$ cat src/source/cu_pkg.sv
`default_nettype none

package cu_pkg;

	// Opcode numbering of the full ISA with only the kept instructions listed
	typedef enum logic [6:0]
	{
		BEQ = 7'd1, BNE, BC, BNC, BN, BGE, BLT, BRA,	// Conditional branches 1 to 8
		ADD = 7'd9, ADDC, SUB, SUBC, DADD, CMP,		// Register ALU group 9 to 20
		XOR, AND, OR, BIT, BIC, BIS,
		MOV = 7'd21,
		SETCC = 7'd30, CLRCC = 7'd31, CEX = 7'd32
	} opcode_e;

	typedef enum logic [2:0]
	{
		CYC_FETCH = 3'd1,
		CYC_PC_ADV = 3'd2,		// ALU adds 2 to PC
		CYC_IR_LOAD = 3'd3,		// MDR into IR
		CYC_DECODE = 3'd4,
		CYC_EXECUTE = 3'd5
	} cycle_e;

	typedef enum logic [3:0]
	{
		EQ, NE, CS, CC, MI, PL, VS, VC,
		HI, LS, GE, LT, GT, LE, AL			// 15 is unused and never true
	} cond_e;

	typedef enum logic [1:0]
	{
		SRC_MDR = 2'd0,		// MDR or MAR depending on bus
		SRC_REGFILE = 2'd1,
		SRC_IR = 2'd2,
		SRC_ALU = 2'd3
	} bus_src_e;

	typedef struct packed
	{
		opcode_e op;
		cond_e cond_c;		// CEX condition
		logic [2:0] cex_t;		// CEX true count
		logic [2:0] cex_f;		// CEX false count
		logic [4:0] pswb;		// SETCC/CLRCC flag mask
		logic [2:0] dst;
		logic [2:0] srccon;
		logic wb;			// 1 = byte
		logic rc;			// 1 = constant table
	} ir_fields_t;

	typedef struct packed
	{
		logic wb;
		logic src_ext;		// Upper source code bit, set only in the no transfer value
		bus_src_e src;
		logic dst_ext;
		bus_src_e dst;
	} bus_ctrl_t;

	typedef struct packed
	{
		logic alu_en;
		logic id_en;
		logic sxt_en;
		bus_ctrl_t data_bus;
		bus_ctrl_t addr_bus;
		logic [1:0] psw_bus;		// 0 = from ALU, 3 = none
		logic psw_update;
		logic [5:0] alu_op;
		logic [4:0] dbus_rnum_dst;
		logic [4:0] dbus_rnum_src;
		logic [4:0] alu_rnum_dst;
		logic [4:0] alu_rnum_src;
		logic [4:0] addr_rnum_src;
		logic s_bus_sel;		// 1 = sign extender onto S bus
		logic sxt_bus_sel;		// 1 = offset from decoder
		logic sxt_shift;
		logic [4:0] sxt_bit_num;
	} ctrl_word_t;

	localparam bus_ctrl_t BUS_NONE = 7'h7f;
	localparam logic [1:0] PSW_BUS_ALU = 2'd0;
	localparam logic [1:0] PSW_BUS_NONE = 2'd3;

	localparam logic [4:0] RNUM_PC = 5'd7;
	localparam logic [4:0] RNUM_CONST2 = 5'd10;

	localparam int PSW_SLP_BIT = 3;
	localparam int PSW_FLAG_W = 5;			// V, SLP, N, Z, C
	localparam logic [15:0] PSW_RESET = 16'h60e0;

	localparam ctrl_word_t CTRL_IDLE = '{
		alu_en: 1'b0, id_en: 1'b0, sxt_en: 1'b0,
		data_bus: BUS_NONE, addr_bus: BUS_NONE,
		psw_bus: PSW_BUS_NONE, psw_update: 1'b0, alu_op: 6'd0,
		dbus_rnum_dst: 5'd0, dbus_rnum_src: 5'd0,
		alu_rnum_dst: 5'd0, alu_rnum_src: 5'd0, addr_rnum_src: 5'd0,
		s_bus_sel: 1'b0, sxt_bus_sel: 1'b0, sxt_shift: 1'b0, sxt_bit_num: 5'd0
	};

	// One transfer from src to dst
	function automatic bus_ctrl_t bus_move(bus_src_e src, bus_src_e dst, logic wb);
		return '{wb: wb, src_ext: 1'b0, src: src, dst_ext: 1'b0, dst: dst};
	endfunction

endpackage

`default_nettype wire

$ cat src/source/cycle_sequencer.sv
`default_nettype none

module cycle_sequencer
#(
	parameter int ADDR_W = 16
)
(
	input wire clock,
	input wire cpucycle_rst,
	input wire [ADDR_W-1:0] pc,
	input wire [ADDR_W-1:0] brkpnt,
	input wire decode_skip,		// CEX says drop this instruction
	output cu_pkg::cycle_e cycle,
	output logic halted
);

	logic restart;

	assign halted = (cycle == cu_pkg::CYC_FETCH) && (pc == brkpnt);	// Breakpoint only checked at fetch
	assign restart = (cycle == cu_pkg::CYC_EXECUTE) ||
		((cycle == cu_pkg::CYC_DECODE) && decode_skip);

	always_ff @(posedge clock)
	begin
		if (cpucycle_rst)
			cycle <= cu_pkg::CYC_FETCH;
		else if (halted)
			cycle <= cu_pkg::CYC_FETCH;		// Sit in fetch until PC moves off
		else if (restart)
			cycle <= cu_pkg::CYC_FETCH;		// Every kept instruction ends here
		else
			cycle <= cu_pkg::cycle_e'(cycle + 3'd1);
	end

	// The counter stays inside the five cycle steps, also across restarts and halts
	a_cycle_range: assert property (@(posedge clock) disable iff (cpucycle_rst)
		cycle inside {[cu_pkg::CYC_FETCH:cu_pkg::CYC_EXECUTE]});

endmodule

`default_nettype wire

$ cat src/source/cond_eval.sv
`default_nettype none

module cond_eval
(
	input wire cu_pkg::ir_fields_t ir,
	input wire [15:0] psw_in,
	output logic cond_true
);

	cu_pkg::cond_e code;
	logic has_cond;		// Opcode carries a condition
	logic code_hit;
	logic flag_c, flag_z, flag_n, flag_v;

	assign flag_c = psw_in[0];
	assign flag_z = psw_in[1];
	assign flag_n = psw_in[2];
	assign flag_v = psw_in[4];

	always_comb
	begin
		has_cond = 1'b1;
		code = cu_pkg::AL;
		case (ir.op)
			cu_pkg::BEQ: code = cu_pkg::EQ;
			cu_pkg::BNE: code = cu_pkg::NE;
			cu_pkg::BC: code = cu_pkg::CS;
			cu_pkg::BNC: code = cu_pkg::CC;
			cu_pkg::BN: code = cu_pkg::MI;
			cu_pkg::BGE: code = cu_pkg::GE;
			cu_pkg::BLT: code = cu_pkg::LT;
			cu_pkg::BRA: code = cu_pkg::AL;
			cu_pkg::CEX: code = ir.cond_c;		// Condition comes from the instruction
			default: has_cond = 1'b0;
		endcase
	end

	always_comb
	begin
		case (code)
			cu_pkg::EQ: code_hit = flag_z;
			cu_pkg::NE: code_hit = !flag_z;
			cu_pkg::CS: code_hit = flag_c;
			cu_pkg::CC: code_hit = !flag_c;
			cu_pkg::MI: code_hit = flag_n;
			cu_pkg::PL: code_hit = !flag_n;
			cu_pkg::VS: code_hit = flag_v;
			cu_pkg::VC: code_hit = !flag_v;
			cu_pkg::HI: code_hit = flag_c && !flag_z;
			cu_pkg::LS: code_hit = !flag_c || flag_z;
			cu_pkg::GE: code_hit = (flag_n == flag_v);
			cu_pkg::LT: code_hit = (flag_n != flag_v);
			cu_pkg::GT: code_hit = !flag_z && (flag_n == flag_v);
			cu_pkg::LE: code_hit = flag_z || (flag_n != flag_v);
			cu_pkg::AL: code_hit = 1'b1;
			default: code_hit = 1'b0;		// Code 15
		endcase
	end

	assign cond_true = has_cond && code_hit;

endmodule

`default_nettype wire

$ cat src/source/cex_tracker.sv
`default_nettype none

module cex_tracker
#(
	parameter int CEX_CNT_W = 3
)
(
	input wire clock,
	input wire cpucycle_rst,
	input wire cu_pkg::cycle_e cycle,
	input wire cu_pkg::ir_fields_t ir,
	input wire cond_true,
	output logic decode_skip
);

	typedef struct packed
	{
		logic active;				// Window open
		logic result;				// CEX condition outcome
		logic [CEX_CNT_W-1:0] t_cnt;		// Instructions left in true part
		logic [CEX_CNT_W-1:0] f_cnt;		// Instructions left in false part
	} cex_state_t;

	cex_state_t st;
	logic run_ok;
	logic [CEX_CNT_W-1:0] t_nxt, f_nxt;

	assign run_ok = !st.active ||
		(st.result && (st.t_cnt != '0)) ||
		(!st.result && (st.t_cnt == '0) && (st.f_cnt != '0));
	assign decode_skip = (cycle == cu_pkg::CYC_DECODE) && !run_ok;

	// True part drains first, then false part
	assign t_nxt = (st.t_cnt != '0) ? st.t_cnt - 1'b1 : st.t_cnt;
	assign f_nxt = ((st.t_cnt == '0) && (st.f_cnt != '0)) ? st.f_cnt - 1'b1 : st.f_cnt;

	always_ff @(posedge clock)
	begin
		if (cpucycle_rst)
			st <= '0;
		else if ((cycle == cu_pkg::CYC_EXECUTE) && (ir.op == cu_pkg::CEX))
		begin
			st.active <= 1'b1;
			st.result <= cond_true;
			st.t_cnt <= CEX_CNT_W'(ir.cex_t);
			st.f_cnt <= CEX_CNT_W'(ir.cex_f);
		end
		else if (cycle == cu_pkg::CYC_DECODE)
		begin
			st.t_cnt <= t_nxt;
			st.f_cnt <= f_nxt;
			if ((t_nxt == '0) && (f_nxt == '0))
				st.active <= 1'b0;		// Window spent
		end
	end

	// A skip is raised at decode and the sequencer restarts on the next edge
	a_skip_restart: assert property (@(posedge clock) disable iff (cpucycle_rst)
		decode_skip |-> (cycle == cu_pkg::CYC_DECODE) ##1 (cycle == cu_pkg::CYC_FETCH));

endmodule

`default_nettype wire

$ cat src/source/exec_ctrl.sv
`default_nettype none

module exec_ctrl
(
	input wire clock,
	input wire cpucycle_rst,
	input wire cu_pkg::cycle_e cycle,
	input wire halted,
	input wire decode_skip,
	input wire cu_pkg::ir_fields_t ir,
	input wire cond_true,
	input wire [15:0] psw_in,
	output cu_pkg::ctrl_word_t ctrl,
	output logic [15:0] psw_out
);

	cu_pkg::ctrl_word_t ctrl_nxt;
	logic [15:0] psw_nxt;
	logic [4:0] op_rel;		// Position inside ADD..BIS
	logic [4:0] rnum_dst;
	logic [4:0] rnum_src;

	assign op_rel = 5'(ir.op - cu_pkg::ADD);
	assign rnum_dst = {2'b00, ir.dst};
	assign rnum_src = {2'b00, ir.srccon};

	always_comb
	begin
		ctrl_nxt = cu_pkg::CTRL_IDLE;
		if (!halted)
		begin
			case (cycle)
				cu_pkg::CYC_FETCH:
				begin
					ctrl_nxt.addr_bus = cu_pkg::bus_move(cu_pkg::SRC_REGFILE, cu_pkg::SRC_MDR, 1'b0);	// PC to MAR
					ctrl_nxt.addr_rnum_src = cu_pkg::RNUM_PC;
					ctrl_nxt.alu_rnum_dst = cu_pkg::RNUM_PC;		// Set up PC + 2
					ctrl_nxt.alu_rnum_src = cu_pkg::RNUM_CONST2;
					ctrl_nxt.alu_op = 6'd0;				// ADD
				end
				cu_pkg::CYC_PC_ADV:
				begin
					ctrl_nxt.alu_en = 1'b1;
					ctrl_nxt.data_bus = cu_pkg::bus_move(cu_pkg::SRC_ALU, cu_pkg::SRC_REGFILE, 1'b0);
					ctrl_nxt.alu_rnum_dst = cu_pkg::RNUM_PC;
					ctrl_nxt.alu_rnum_src = cu_pkg::RNUM_CONST2;
					ctrl_nxt.dbus_rnum_dst = cu_pkg::RNUM_PC;		// Sum written back to PC
				end
				cu_pkg::CYC_IR_LOAD:
					ctrl_nxt.data_bus = cu_pkg::bus_move(cu_pkg::SRC_MDR, cu_pkg::SRC_IR, 1'b0);
				cu_pkg::CYC_DECODE:
					ctrl_nxt.id_en = !decode_skip;		// Skipped instructions are never decoded
				cu_pkg::CYC_EXECUTE:
				begin
					case (ir.op) inside
						[cu_pkg::BEQ:cu_pkg::BRA]:
						begin
							if (cond_true)				// Not taken leaves the idle word
							begin
								ctrl_nxt.sxt_en = 1'b1;
								ctrl_nxt.alu_en = 1'b1;
								ctrl_nxt.sxt_bit_num = 5'd10;		// Offset sign bit
								ctrl_nxt.sxt_shift = 1'b1;		// Word offset
								ctrl_nxt.sxt_bus_sel = 1'b1;
								ctrl_nxt.s_bus_sel = 1'b1;
								ctrl_nxt.alu_rnum_dst = cu_pkg::RNUM_PC;
								ctrl_nxt.dbus_rnum_dst = cu_pkg::RNUM_PC;
								ctrl_nxt.data_bus = cu_pkg::bus_move(cu_pkg::SRC_ALU,
									cu_pkg::SRC_REGFILE, 1'b0);
							end
						end
						[cu_pkg::ADD:cu_pkg::BIS]:
						begin
							ctrl_nxt.alu_en = 1'b1;
							ctrl_nxt.alu_op = {op_rel, ir.wb};		// 2 * (op - 9) + wb
							ctrl_nxt.alu_rnum_src = {1'b0, ir.rc, ir.srccon};	// Constants from 8 up
							ctrl_nxt.alu_rnum_dst = rnum_dst;
							ctrl_nxt.dbus_rnum_dst = rnum_dst;
							ctrl_nxt.psw_update = 1'b1;
							ctrl_nxt.psw_bus = cu_pkg::PSW_BUS_ALU;
							ctrl_nxt.data_bus = cu_pkg::bus_move(cu_pkg::SRC_ALU,
								cu_pkg::SRC_REGFILE, ir.wb);
						end
						cu_pkg::MOV:
						begin
							ctrl_nxt.dbus_rnum_src = rnum_src;
							ctrl_nxt.dbus_rnum_dst = rnum_dst;
							ctrl_nxt.data_bus = cu_pkg::bus_move(cu_pkg::SRC_REGFILE,
								cu_pkg::SRC_REGFILE, ir.wb);
						end
						default: ;		// SETCC, CLRCC, CEX and unknown opcodes drive nothing
					endcase
				end
				default: ;
			endcase
		end
	end

	always_comb
	begin
		psw_nxt = psw_in;
		psw_nxt[cu_pkg::PSW_SLP_BIT] = halted;		// Sleep while parked on breakpoint
		if (cycle == cu_pkg::CYC_EXECUTE)
		begin
			if (ir.op == cu_pkg::SETCC)
				psw_nxt[cu_pkg::PSW_FLAG_W-1:0] = psw_in[cu_pkg::PSW_FLAG_W-1:0] | ir.pswb;
			else if (ir.op == cu_pkg::CLRCC)
				psw_nxt[cu_pkg::PSW_FLAG_W-1:0] = psw_in[cu_pkg::PSW_FLAG_W-1:0] & ~ir.pswb;
		end
	end

	always_ff @(posedge clock)
	begin
		if (cpucycle_rst)
		begin
			ctrl <= cu_pkg::CTRL_IDLE;
			psw_out <= cu_pkg::PSW_RESET;
		end
		else
		begin
			ctrl <= ctrl_nxt;
			psw_out <= psw_nxt;
		end
	end

	// Halt from the sequencer must show as an idle word and a sleeping PSW
	a_halt_idle: assert property (@(posedge clock) disable iff (cpucycle_rst)
		halted |=> (ctrl == cu_pkg::CTRL_IDLE) && psw_out[cu_pkg::PSW_SLP_BIT]);

endmodule

`default_nettype wire

$ cat src/source/control_unit.sv
`default_nettype none

module control_unit
#(
	parameter int ADDR_W = 16,
	parameter int CEX_CNT_W = 3
)
(
	input wire clock,
	input wire cpucycle_rst,
	input wire [ADDR_W-1:0] pc,
	input wire [ADDR_W-1:0] brkpnt,
	input wire cu_pkg::ir_fields_t ir,
	input wire [15:0] psw_in,
	output cu_pkg::cycle_e cycle,
	output cu_pkg::ctrl_word_t ctrl,
	output logic [15:0] psw_out
);

	logic halted;			// Parked on breakpoint
	logic decode_skip;		// CEX drops current instruction
	logic cond_true;		// Branch or CEX condition holds

	cycle_sequencer #(.ADDR_W(ADDR_W)) i_cycle_sequencer
	(
		.clock(clock),
		.cpucycle_rst(cpucycle_rst),
		.pc(pc),
		.brkpnt(brkpnt),
		.decode_skip(decode_skip),
		.cycle(cycle),
		.halted(halted)
	);

	cond_eval i_cond_eval
	(
		.ir(ir),
		.psw_in(psw_in),
		.cond_true(cond_true)
	);

	cex_tracker #(.CEX_CNT_W(CEX_CNT_W)) i_cex_tracker
	(
		.clock(clock),
		.cpucycle_rst(cpucycle_rst),
		.cycle(cycle),
		.ir(ir),
		.cond_true(cond_true),
		.decode_skip(decode_skip)
	);

	exec_ctrl i_exec_ctrl
	(
		.clock(clock),
		.cpucycle_rst(cpucycle_rst),
		.cycle(cycle),
		.halted(halted),
		.decode_skip(decode_skip),
		.ir(ir),
		.cond_true(cond_true),
		.psw_in(psw_in),
		.ctrl(ctrl),
		.psw_out(psw_out)
	);

endmodule

`default_nettype wire

$ cat config.mk
export PLATFORM = sky130hd
export DESIGN_NAME = control_unit
export DESIGN_NICKNAME = d
export VERILOG_FILES = /design/src/source/cu_pkg.sv /design/src/source/cycle_sequencer.sv /design/src/source/cond_eval.sv /design/src/source/cex_tracker.sv /design/src/source/exec_ctrl.sv /design/src/source/control_unit.sv
export SDC_FILE = /design/constraint.sdc
export NUM_CORES = 1
export LEC_CHECK = 0
export BUFFER_PORTS_ARGS = -buffer_cell sky130_fd_sc_hd__buf_4
export CAP_MARGIN = 20
export CORE_MARGIN = 8
export CORE_UTILIZATION = 44
export CTS_CLUSTER_DIAMETER = 200
export DETAILED_ROUTE_END_ITERATION = 6
export GPL_TIMING_DRIVEN = 0
export PLACE_DENSITY = 0.85
export SETUP_SLACK_MARGIN = 0.02
export SLEW_MARGIN = 20
export SYNTH_ARGS = -nofsm -noshare
export SYNTH_HDL_FRONTEND = slang
export SYNTH_HIERARCHICAL = 1
export SYNTH_SLANG_ARGS = --single-unit
$ cat constraint.sdc
create_clock -name clock -period 3.9 [get_ports clock]
set_clock_uncertainty 0.1 [all_clocks]
set_input_delay 0.78 -clock clock [delete_from_list [all_inputs] [get_ports clock]]
set_output_delay 0.78 -clock clock [all_outputs]
set_load 0.01 [all_outputs]
=== After elaboration in Yosys (flattened, before gate mapping) ===
Index checks and enable logic that the tools add are counted.

* Register bits after elaboration: 86
* Output and inout port bits: 78

* $add $sub $neg: 4
* Order comparisons: 4
* Equality and inequality tests: 34
* Multiplexer cells: 36
* Bitwise gates (word level): 8
* Reduce and logical (&&, ||, !) cells: 46

{| class="wikitable"
|+ Operators with widths
! operator !! number
|-
| 5-bit 2-to-1 mux || 7
|-
| 4-bit one-hot mux with 8 select lines || 1
|-
| 4-bit equality test, second input constant || 7
|-
| 7-bit by 3-bit equality test with 1-bit output, second input constant || 4
|-
| 7-bit 2-to-1 mux || 4
|-
| 7-bit by 5-bit equality test with 1-bit output, second input constant || 3
|-
| 7-bit one-hot mux with 3 select lines || 1
|-
| 10-bit one-hot mux with 2 select lines || 1
|-
| 3-bit 2-to-1 mux || 6
|-
| 16-bit equality test || 1
|-
| 4-bit by 3-bit equality test with 1-bit output, second input constant || 4
|-
| 8-bit 2-to-1 mux || 2
|-
| 1-bit one-hot mux with 15 select lines || 1
|-
| 7-bit by 2-bit equality test with 1-bit output, second input constant || 2
|-
| 1-bit logical AND || 14
|-
| 6-bit 2-to-1 mux || 2
|-
| 5-bit one-hot mux with 2 select lines || 1
|-
| 5-bit OR reduction || 2
|-
| 3-bit zero test || 3
|-
| 9-bit 2-to-1 mux || 1
|-
| 9-bit OR reduction || 1
|-
| 4-bit by 2-bit equality test with 1-bit output, second input constant || 2
|-
| 1-bit zero test || 8
|-
| 4-bit OR reduction || 2
|-
| 31 further kinds || 52
|}

=== Longest topological paths before layout ===
Gate-level depths: netlist of run 1.

* Depth in word-level cells: 9
* Gate-level depth with buffers: 11
* Gate-level depth less buffers: 10

=== Hierarchy ===
The synthesis of run 1 kept the hierarchy.

{| class="wikitable"
|+ Modules (own cells, without submodules)
! module !! times used !! cells each !! area each (um^2) !! sequential area each (um^2)
|-
| exec_ctrl || 1 || 198 || 1969.4 || 940.9
|-
| cex_tracker || 1 || 74 || 601.8 || 160.2
|-
| cond_eval || 1 || 57 || 389.1 || 0.0
|-
| cycle_sequencer || 1 || 40 || 346.6 || 60.1
|}

=== Worst setup path after synthesis of run 1 ===
No wires, ideal clock.

* Path kind: input port to flip-flop
* Start: input port ir[24] in the netlist's numbering
* End: register, netlist name i_exec_ctrl/ctrl[50]
* Arrival time: 2.945 ns
* Slack: 0.729 ns
* Stages: 11
* Buffers on the path: 1
* Path through: buf_4 -> or4b_1 -> a21oi_1 -> o21ai_1 -> nor3_2 -> a31oi_1 -> xor2_1 -> o311ai_2 -> nor4b_1 -> and2_1 -> o31ai_1

* Word-level cells in the longest chain between the ends: 8

{| class="wikitable"
|+ RTL lines
! element !! RTL line !! RTL
|-
| start: declaration || control_unit.sv:13 || <nowiki>input wire cu_pkg::ir_fields_t ir,</nowiki>
|-
| 7-bit by 6-bit equality test with 1-bit output (tied with other cells) || cond_eval.sv:24 || <nowiki>case (ir.op)</nowiki>
|-
| 4-bit one-hot mux with 8 select lines || cond_eval.sv:24 ||
|-
| 4-bit equality test (tied with other cells) || cond_eval.sv:40 || <nowiki>case (code)</nowiki>
|-
| 1-bit one-hot mux with 15 select lines || cond_eval.sv:40 ||
|-
| 1-bit logical AND * || cond_eval.sv:60 || <nowiki>assign cond_true = has_cond && code_hit;</nowiki>
|-
| via cond_true || control_unit.sv:22 || <nowiki>logic cond_true;</nowiki>
|-
| 8-bit 2-to-1 mux * || exec_ctrl.sv:58 || <nowiki>if (cond_true)</nowiki>
|-
| 7-bit 2-to-1 mux * || exec_ctrl.sv:55 || <nowiki>case (ir.op) inside</nowiki>
|-
| 7-bit one-hot mux with 3 select lines * || exec_ctrl.sv:32 || <nowiki>case (cycle)</nowiki>
|}

Mark *: on every way through the listed nets, which the timed path passes. The rest lies on a longest branch.
A chain may end at the register's enable or synchronous reset.

=== Worst setup path after layout of run 1 ===
* Start: input port ir[24] in the netlist's numbering
* End: register, netlist name i_exec_ctrl/ctrl[55]

* Word-level cells in the longest chain between the ends: 8

{| class="wikitable"
|+ RTL lines
! element !! RTL line
|-
| 7-bit by 6-bit equality test with 1-bit output (tied with other cells) || cond_eval.sv:24
|-
| 4-bit one-hot mux with 8 select lines || cond_eval.sv:24
|-
| 4-bit equality test (tied with other cells) || cond_eval.sv:40
|-
| 1-bit one-hot mux with 15 select lines || cond_eval.sv:40
|-
| 1-bit logical AND * || cond_eval.sv:60
|-
| via cond_true || control_unit.sv:22
|-
| 8-bit 2-to-1 mux * || exec_ctrl.sv:58
|-
| 7-bit 2-to-1 mux * || exec_ctrl.sv:55
|-
| 7-bit one-hot mux with 3 select lines * || exec_ctrl.sv:32
|}

Marks and branches as above.

==> results.json, run 1 <==
{
  "cts_setup_buffers": 0,
  "antenna_found_initial": 0,
  "avgSynthCellArea_um2": 8.962,
  "clkSinkCount": 58,
  "path_clk_slew_ps": 70,
  "stdcell_count": 639,
  "synth_cells": 369,
  "synth.most_common_cell": "dfxtp_1",
  "hold_viol": 0,
  "combPwrFrac_pct": 26.9,
  "postRouteAntennaNets": 0,
  "numPortBuffers": 144,
  "via_per_inst": 5.058,
  "die_y_um": 102.7,
  "syn_area_mm2": 0.003307,
  "worstPathMaxFanout": 10,
  "postSynth.asyncResetShare_pct": 0,
  "maxSlewHeadroom_pct": 53.75,
  "fin_hold_ws_ps": 374.0,
  "irDropWorstVdd_uv": 214.3,
  "path_class": "input pin to flip-flop",
  "grt_pass1_vias": 3290,
  "power.density_mw_per_mm2": 380.8,
  "yosys_register_bits": 58,
  "cp-start-kind": "input pin",
  "drive_above_1_share_pct": 41.11,
  "grt_max_degree": 17,
  "h-tree-depth": 3,
  "dr.first_iter.drc_count": 170,
  "grt_pass1_wl_um": 15040,
  "min_to": "i_cex_tracker/st[6]$_SDFFE_PP0P_",
  "numCtsBuffers": 9,
  "yosysWarnings": 6,
  "synth_adder_area_share_pct": 4.540,
  "area_growth_pct": 44.61,
  "rsz0062_at_grt": "no",
  "gr-total-overflow": 0,
  "drc": 0,
  "p_leak_nw": 2.212,
  "core_mm2": 0.007253,
  "synth_common_cells": "dfxtp_1, buf_4, nand2_1, nor2_1, xnor2_1",
  "synth_top_family_by_area": "simple AND/OR/NAND/NOR gates",
  "via_count": 3232,
  "cts_buffer_depth": 2,
  "p_int_mw": 1.307,
  "synth_area_leaders": "dfxtp_1, buf_4, xnor2_1, ha_1, nand2_1",
  "worst_pin_slew_ps": 690.6,
  "fp.dieW_um": 102.7,
  "synth_simple_gate_area_share_pct": 24.18,
  "synthXorXnorAreaFrac_pct": 6.886,
  "regToRegEndpoint": "i_exec_ctrl/ctrl[28]$_SDFF_PP0_",
  "seqPwrFrac_pct": 38.2,
  "synth_mux_area_share_pct": 1.551,
  "fin_crit_ps": 3445,
  "r2r-start": "i_cycle_sequencer/cycle[0]$_SDFF_PP1_",
  "hold_class": "flip-flop to flip-flop",
  "p_switching_mw": 0.5138,
  "endpoint_kind": "flip-flop",
  "wire_per_inst_um": 14.76,
  "cts_tree": "built",
  "synth_top_area_share_pct": 35.11,
  "switching_share_pct": 28.21,
  "initial_core_util_pct": 45.59,
  "max_cap_violations": 0,
  "dp_hpwl_um": 7519,
  "synth_edf_count": 0,
  "worstHoldStart": "i_cex_tracker/st[6]$_SDFFE_PP0P_",
  "required_ps": 4000,
  "cp.arrival_ps": 3550,
  "rrSetupSlack_ps": 1030,
  "holdBufCountCts": 0,
  "io_pins": 158,
  "place_area_mm2": 0.004553,
  "fmax_ghz": 0.2903,
  "stdcell_area_mm2": 0.004782,
  "drt_first_pass_iters": 4,
  "dpl.cell_count": 623,
  "dieArea_mm2": 0.01055,
  "ys_types": 72,
  "final.setup.tns_ps": 0,
  "cts_root_buf": "clkbuf_8",
  "nFillCells": 626,
  "setup_viol": 0,
  "place_congestion": 0.8888,
  "synth_compound_gate_area_share_pct": 17.29,
  "grt_util_all_layers_pct": 17.95,
  "num_rows": 31,
  "status": "completed",
  "fin_nets": 627,
  "pwr-share-clk_pct": 34.9,
  "min_period_over_period_pct": 88.32,
  "ys_seq_area_share_pct": 35.11,
  "antennaDiodeCount": 0,
  "cts_resized": 0,
  "wl_um": 9434,
  "reg2reg_depth": 9,
  "yosys.area.top_type": "dfxtp_1",
  "ys.flop_type": "dfxtp_1",
  "min_delay_path_depth": 2,
  "drv_slew": 0,
  "clk_latency_ps": 330
}
[placed cells by master, fill, tap and decap left out, drive strengths merged, types with 3 or more instances in the layout]
cell type,netlist,routed
nor4,3,3
nor2b,9,9
xnor2,18,18
nor3,9,9
nor3b,3,3
nand3b,5,5
buf,35,179
nand2,21,21
o31ai,3,3
a31o,5,5
inv,17,17
nand2b,7,7
and3,4,4
ha,12,12
conb,2,13
a21o,3,3
xor2,8,8
a311oi,5,5
a41o,5,5
o21ai,16,16
mux2i,4,4
nor4b,3,3
nand4,8,8
a21oi,15,15
nor2,22,22
and2,10,10
or2,8,8
clkbuf,4,16
a31oi,7,7
dfxtp,58,58
or3b,3,3
nand3,4,4
[worst max-delay path, stage by stage]
cell and delay, ps:
buf_4 150, buf_4 170, or4b_1 500, a21oi_1 170, o21ai_1 110, nor3_2 130, a31oi_1 60, xor2_1 160
o311ai_2 330, nor4b_1 580, and2_1 300, o31ai_1 110
[cell type report]
cell class                      instances  area (um^2)  area share, %
Buffer                                 39        274.0          5.730
Clock buffer                           12        155.1          3.244
Clock inverter                          4        73.82          1.544
Inverter                               17        63.81          1.334
Multi-Input combinational cell        266         1849          38.67
Sequential cell                        58         1161          24.28
Tap cell                               99        123.9          2.590
Timing Repair Buffer                  144         1081          22.61
[power groups by stage]
stage / Sequential, mW / Clock, mW / Combinational [mW]
2_1_floorplan: 0.719 / 0 / 0.239
3_3_place_gp: 0.704 / 0 / 0.479
3_5_place_dp: 0.708 / 0 / 0.489
4_1_cts: 0.696 / 0.650 / 0.491
5_1_grt: 0.703 / 0.677 / 0.535
6_report: 0.696 / 0.635 / 0.490
[how the worst max path moves through the flow]
| stage | startpoint | endpoint | slack (ps) | depth (start not counted) |
|---|---|---|---|---|
| 3_3_place_gp | ir[24] | i_exec_ctrl/ctrl[54]$_SDFF_PP1_ | 170 | 12 |
| 6_report | ir[24] | i_exec_ctrl/ctrl[55]$_SDFF_PP1_ | 460 | 12 |
| 2_1_floorplan | ir[24] | i_exec_ctrl/ctrl[50]$_SDFF_PP1_ | 730 | 11 |
| 3_5_place_dp | ir[24] | i_exec_ctrl/ctrl[55]$_SDFF_PP1_ | 140 | 12 |
| 4_1_cts | ir[24] | i_exec_ctrl/ctrl[55]$_SDFF_PP1_ | 480 | 12 |
| 5_1_grt | ir[24] | i_exec_ctrl/ctrl[55]$_SDFF_PP1_ | 260 | 12 |
[state kept, by name (all words and copies together), names as in the netlist]
register,count
i_exec_ctrl/ctrl,31
i_exec_ctrl/psw_out,16
i_cex_tracker/st,8
i_cycle_sequencer/cycle,3
[per-stage QoR]
stage	util [%]	power, mW	worst slack, ps
floorplan	-	0.9582	729.2
global placement	62.77	1.183	171.7
detailed placement	62.77	1.198	137.7
CTS	65.93	1.838	475.5
global route	65.93	1.915	263.6
finish	65.93	1.821	455.4
[kinds of logic (layout without fill, tap and decap cells)]
kind of cell,after synthesis,after routing
AND/OR/NAND/NOR,131,131
AO/OA/AOI/OAI,79,79
flip-flops,58,58
buffers and inverters,56,216
XOR/XNOR,26,26
adder cells (fa/ha/maj),12,12
multiplexers,5,5
other,2,13
[metal layers]
layer / up-vias / wire, um / track usage [%]
met2: 147 / 4535 / 30.87
li1: 1607 / - / -
met4: 0 / 130 / 6.208
met3: 11 / 1123 / 8.238
met1: 1467 / 3645 / 18.93
met5: - / 0 / 0
No activity file was read; power rests on OpenSTA's default activity.
==> run 2: changes to the inputs <==
- CORE_UTILIZATION: 44 -> 47
- PLACE_DENSITY: 0.85 -> 0.89
==> results.json, run 2 (synthesized netlist as in run 1, its figures left out) <==
{
  "status": "completed",
  "required_ps": 4010,
  "cts_root_buf": "clkbuf_8",
  "fin_util_pct": 70.33,
  "initial_core_util_pct": 48.67,
  "hold_class": "flip-flop to flip-flop",
  "grt_max_degree": 17,
  "cp.arrival_ps": 3560,
  "die_y_um": 99.88,
  "hold_viol": 0,
  "h-tree-depth": 3,
  "postRouteAntennaNets": 0,
  "cts_tree": "built",
  "irDropWorstVdd_uv": 283.2,
  "worstPathMaxFanout": 10,
  "total_power_mw": 1.811,
  "clkSinkCount": 58,
  "ff_latch_area_mm2": 0.001161,
  "endpoint_kind": "flip-flop",
  "final.setup.tns_ps": 0,
  "wl_um": 9392,
  "dieArea_mm2": 0.009976,
  "rsz0062_at_grt": "no",
  "fp.dieW_um": 99.88,
  "dpl.cell_count": 620,
  "max_cap_violations": 0,
  "numPortBuffers": 144,
  "top_regs": "i_exec_ctrl/ctrl (31), i_exec_ctrl/psw_out (16), i_cex_tracker/st (8)",
  "path_class": "input pin to flip-flop",
  "power.density_mw_per_mm2": 379.1,
  "via_count": 3191,
  "drt_first_pass_iters": 4,
  "min_delay_path_depth": 2,
  "fin_crit_ps": 3445,
  "min_period_over_period_pct": 88.34,
  "drc": 0,
  "grt_pass1_wl_um": 14960,
  "p_leak_nw": 2.212,
  "maxSlewHeadroom_pct": 52.64,
  "worst_pin_slew_ps": 700.5,
  "multiInputGateArea_mm2": 0.001849,
  "cts_setup_buffers": 0,
  "largest-register": "i_exec_ctrl/ctrl",
  "antennaDiodeCount": 0,
  "nFillCells": 545,
  "num_rows": 30,
  "drv_slew": 0,
  "via_per_inst": 5.017,
  "core_mm2": 0.006794,
  "reg2reg_depth": 9,
  "wire_per_inst_um": 14.77,
  "cts_resized": 0,
  "final_common_cell": "buf_4",
  "dr.first_iter.drc_count": 92,
  "fmax_ghz": 0.2903,
  "path_clk_slew_ps": 60,
  "final_cell_mix": "buf_4, dfxtp_1, nand2_1, nor2_1, xnor2_1",
  "holdBufCountCts": 0,
  "fin_nets": 627,
  "numCtsBuffers": 9,
  "grt_util_all_layers_pct": 18.46,
  "io_pins": 158,
  "dp_hpwl_um": 7587,
  "largest_register_ffs": 31,
  "gr-total-overflow": 0,
  "cp-start-kind": "input pin",
  "grt_pass1_vias": 3238,
  "antenna_found_initial": 0,
  "stdcell_count": 636,
  "clk_latency_ps": 340,
  "drive_above_1_share_pct": 41.11,
  "area_growth_pct": 44.49,
  "place_congestion": 0.8362,
  "cts_buffer_depth": 2,
  "setup_viol": 0
}
-- run 2: cell counts in the layout (fill, tap and decap cells not counted) --
Identical to the previous run, type by type.
-- run 2: final timing paths --
| check | slack, ps | endpoint | start |
|---|---|---|---|
| worst max register to register | 1070 | i_exec_ctrl/ctrl[29]$_SDFF_PP0_ | i_cycle_sequencer/cycle[0]$_SDFF_PP1_ |
| worst min-delay path | 370 | i_cex_tracker/st[7]$_SDFFE_PP0P_ | i_cex_tracker/st[7]$_SDFFE_PP0P_ |
| worst max-delay path | 450 | i_exec_ctrl/ctrl[55]$_SDFF_PP1_ | ir[24] |
| worst min register to register | 370 | i_cex_tracker/st[7]$_SDFFE_PP0P_ | i_cex_tracker/st[7]$_SDFFE_PP0P_ |
-- run 2: area by class of cell --
class                           count  area share, %
Clock inverter                      4          1.545
Buffer                             39          5.734
Tap cell                           96          2.514
Clock buffer                       12          3.247
Timing Repair Buffer              144          22.62
Multi-Input combinational cell    266          38.70
Sequential cell                    58          24.30
Inverter                           17          1.335
-- run 2: per-layer routing --
layer / wire (um) / part of all wire [%] / vias up / global-route usage [%]
li1: - / - / 1610 / -
met1: 3630 / 39 / 1447 / 18.53
met2: 4773 / 51 / 127 / 32.89
met3: 908 / 9.7 / 7 / 8.304
met4: 80 / 0.85 / 0 / 6.519
met5: 0 / 0 / - / 0
-- run 2: report_power, final --
part	internal (mW)	switching, mW
combinational	0.268	0.223
clock	0.395	0.231
sequential	0.644	0.0494
-- run 2: critical path, stage by stage --
cell,delay [ps]
buf_4,150
buf_4,170
or4b_1,510
a21oi_1,180
o21ai_1,100
nor3_2,130
a31oi_1,70
xor2_1,160
o311ai_2,350
nor4b_1,560
and2_1,290
o31ai_1,100
-- run 2: per-stage QoR --
stage / setup slack [ps] / instance area (um^2) / hold WS, ps
2_1_floorplan: 729.2 / 3348 / 345.3
3_3_place_gp: 159.2 / 4549 / 354.6
3_5_place_dp: 127.2 / 4549 / 359.7
4_1_cts: 483.9 / 4778 / 369.1
5_1_grt: 222.6 / 4778 / 393.3
6_report: 454.8 / 4778 / 367.4
==> run 3: changes to the inputs <==
- ABC_AREA: default -> 1
- CELL_PAD_IN_SITES_DETAIL_PLACEMENT: default -> 1
- CELL_PAD_IN_SITES_GLOBAL_PLACEMENT: default -> 1
- CORE_UTILIZATION: 47 -> 32
- PLACE_DENSITY: 0.89 -> 0.88
==> results.json, run 3 <==
{
  "min_period_over_period_pct": 72.35,
  "regToRegEndpoint": "i_exec_ctrl/ctrl[14]$_SDFF_PP0_",
  "place_ws_ps": 736.7,
  "cts_resized": 0,
  "yosysWarnings": 6,
  "gr-total-overflow": 0,
  "cp-start-kind": "input pin",
  "cts_setup_buffers": 0,
  "worstHoldStart": "i_cex_tracker/st[1]$_SDFFE_PP0P_",
  "syn_area_mm2": 0.003782,
  "grt_pass1_wl_um": 21850,
  "max_cap_violations": 0,
  "endpoint_kind": "flip-flop",
  "min_to": "i_cex_tracker/st[1]$_SDFFE_PP0P_",
  "yosys.area.top_type": "dfxtp_1",
  "wire_per_inst_um": 14.65,
  "largest-register": "i_exec_ctrl/ctrl",
  "cts_root_buf": "clkbuf_16",
  "min_delay_path_depth": 2,
  "fin_nets": 849,
  "slowest_stage": "nor3_1",
  "grt_util_all_layers_pct": 16.89,
  "drc": 0,
  "cp_num_buf_inv": 2,
  "ys_types": 39,
  "via_per_inst": 4.594,
  "final_cell_mix": "buf_4, nand2_1, inv_1",
  "dp_hpwl_um": 11040,
  "drt_first_pass_iters": 4,
  "antennaDiodeCount": 0,
  "final.setup.tns_ps": 0,
  "ys.flop_type": "dfxtp_1",
  "cts_buffer_depth": 2,
  "avgSynthCellArea_um2": 6.400,
  "rsz0062_at_grt": "no",
  "r2r-start": "i_cycle_sequencer/cycle[0]$_SDFF_PP1_",
  "nFillCells": 1528,
  "synth_common_cells": "nand2_1, inv_1, nor2_1, dfxtp_1, nand3_1",
  "via_count": 4153,
  "dr.first_iter.drc_count": 115,
  "place_congestion": 0.8252,
  "synth.most_common_cell": "nand2_1",
  "total_power_mw": 2.027,
  "io_pins": 158,
  "hold_class": "flip-flop to flip-flop",
  "ys_seq_area_share_pct": 30.70,
  "worstPathMaxFanout": 9,
  "holdBufCountCts": 0,
  "cts_tree": "built",
  "core_mm2": 0.01147,
  "largest_register_ffs": 31,
  "dieArea_mm2": 0.01556,
  "worst_pin_slew_ps": 712.8,
  "area_growth_pct": 41.98,
  "hold_viol": 0,
  "grt_pass1_vias": 4538,
  "yosys_register_bits": 58,
  "cp.arrival_ps": 2910,
  "drv_slew": 0,
  "status": "completed",
  "max_stage_delay_ps": 330,
  "synth_area_leaders": "dfxtp_1, nand2_1, inv_1, nor2_1, buf_4",
  "irDropWorstVdd_uv": 289.4,
  "wl_um": 13250,
  "worst-path-stages": 16,
  "fin_crit_ps": 2822,
  "top_regs": "i_exec_ctrl/ctrl (31), i_exec_ctrl/psw_out (16), i_cex_tracker/st (8)",
  "path_class": "input pin to flip-flop",
  "antenna_found_initial": 0,
  "clkSinkCount": 58,
  "fmax_ghz": 0.3544,
  "numCtsBuffers": 9,
  "setup_viol": 0,
  "numPortBuffers": 144,
  "synth_cells": 591,
  "maxSlewHeadroom_pct": 51.25,
  "postSynth.asyncResetShare_pct": 0,
  "synth_edf_count": 0,
  "power.density_mw_per_mm2": 377.5,
  "fin_util_pct": 46.83,
  "fp.dieW_um": 124.7,
  "rrSetupSlack_ps": 1330,
  "clk_latency_ps": 330,
  "path_delay_family": "simple AND/OR/NAND/NOR gates",
  "reg2reg_depth": 13,
  "synth_top_area_share_pct": 30.70,
  "postRouteAntennaNets": 0,
  "setup_ws_ps": 1078,
  "final_common_cell": "buf_4",
  "drive_above_1_share_pct": 32.19,
  "path_cells": "buf_4, inv_1, nand2_1, nor2_1, nand2_1, nand2_1, nor2_2, nand2_4, o21ai_4, nor2_2, nand3_1, nor2_1, nor2_1, a21oi_1, nand3_1, nor3_1",
  "initial_core_util_pct": 32.98,
  "die_y_um": 124.7,
  "p_leak_nw": 2.953,
  "required_ps": 3990,
  "h-tree-depth": 3,
  "num_rows": 39,
  "grt_max_degree": 16,
  "path_clk_slew_ps": 50
}
run 3: cell count changes after synthesis, sizes merged, moves of 7 or more:
cell	previous run	this run
xor2	8	0
nor2b	9	0
inv	17	105
xnor2	18	6
a21oi	15	25
and2	10	0
nand2b	7	0
nand3	4	41
nor2	22	87
nand2	21	167
run 3: kinds of logic after synthesis:
group / Yosys count / share of synthesized area (%)
xor gates and xnor gates: 6 / 1.389
adders and majority gates: 12 / 3.969
and+or+nand+nor: 328 / 39.63
AOI/OAI and AO/OA: 48 / 7.245
other: 2 / 0.1986
DFF: 58 / 30.70
buffers and inverters: 137 / 16.87
run 3: where the power goes:
part | total [mW] | internal (mW) | switching (mW)
combinational | 0.572 | 0.267 | 0.305
clock | 0.763 | 0.505 | 0.258
sequential | 0.692 | 0.649 | 0.0430
run 3: final cells by class:
class                           instances  area (um^2)  share of cell area (%)
Tap cell                              143        178.9                   3.332
Timing Repair Buffer                  144         1081                   20.13
Multi-Input combinational cell        407         2024                   37.70
Inverter                              105        396.6                   7.386
Sequential cell                        58         1161                   21.62
Clock buffer                           12        246.5                   4.590
Buffer                                 32        241.5                   4.497
Clock inverter                          3        40.04                  0.7456
run 3: worst max path at each step:
stage	start	to	slack (ps)
2_1_floorplan	ir[29]	i_exec_ctrl/ctrl[55]$_SDFF_PP1_	1360
3_3_place_gp	ir[25]	i_exec_ctrl/ctrl[1]$_SDFF_PP0_	840
3_5_place_dp	ir[29]	i_exec_ctrl/ctrl[1]$_SDFF_PP0_	740
4_1_cts	ir[29]	i_exec_ctrl/ctrl[1]$_SDFF_PP0_	1070
5_1_grt	ir[23]	i_exec_ctrl/ctrl[1]$_SDFF_PP0_	840
6_report	ir[29]	i_exec_ctrl/ctrl[1]$_SDFF_PP0_	1080
run 3: worst min-delay path: stages, from the launching register on:
cell     delay, ps
dfxtp_1        300
nand2_1         60
a31oi_1         60
run 3: through the flow:
stage,hold WS (ps),cells,instance area (um^2)
floorplan,341.7,602,3824
global placement,357.1,889,5084
detailed placement,379.1,889,5084
CTS,386.9,904,5370
global route,406.2,904,5370
finish,381.9,904,5370
run 3: routing by layer:
| metal | share of wire (%) | track usage (%) | vias up | routed length [um] |
|---|---|---|---|---|
| li1 | - | - | 2108 | - |
| met1 | 39 | 17.28 | 1933 | 5186 |
| met2 | 54 | 31.80 | 94 | 7110 |
| met3 | 5.1 | 5.234 | 18 | 676 |
| met4 | 2.1 | 5.315 | 0 | 272 |
| met5 | 0 | 0 | - | 0 |
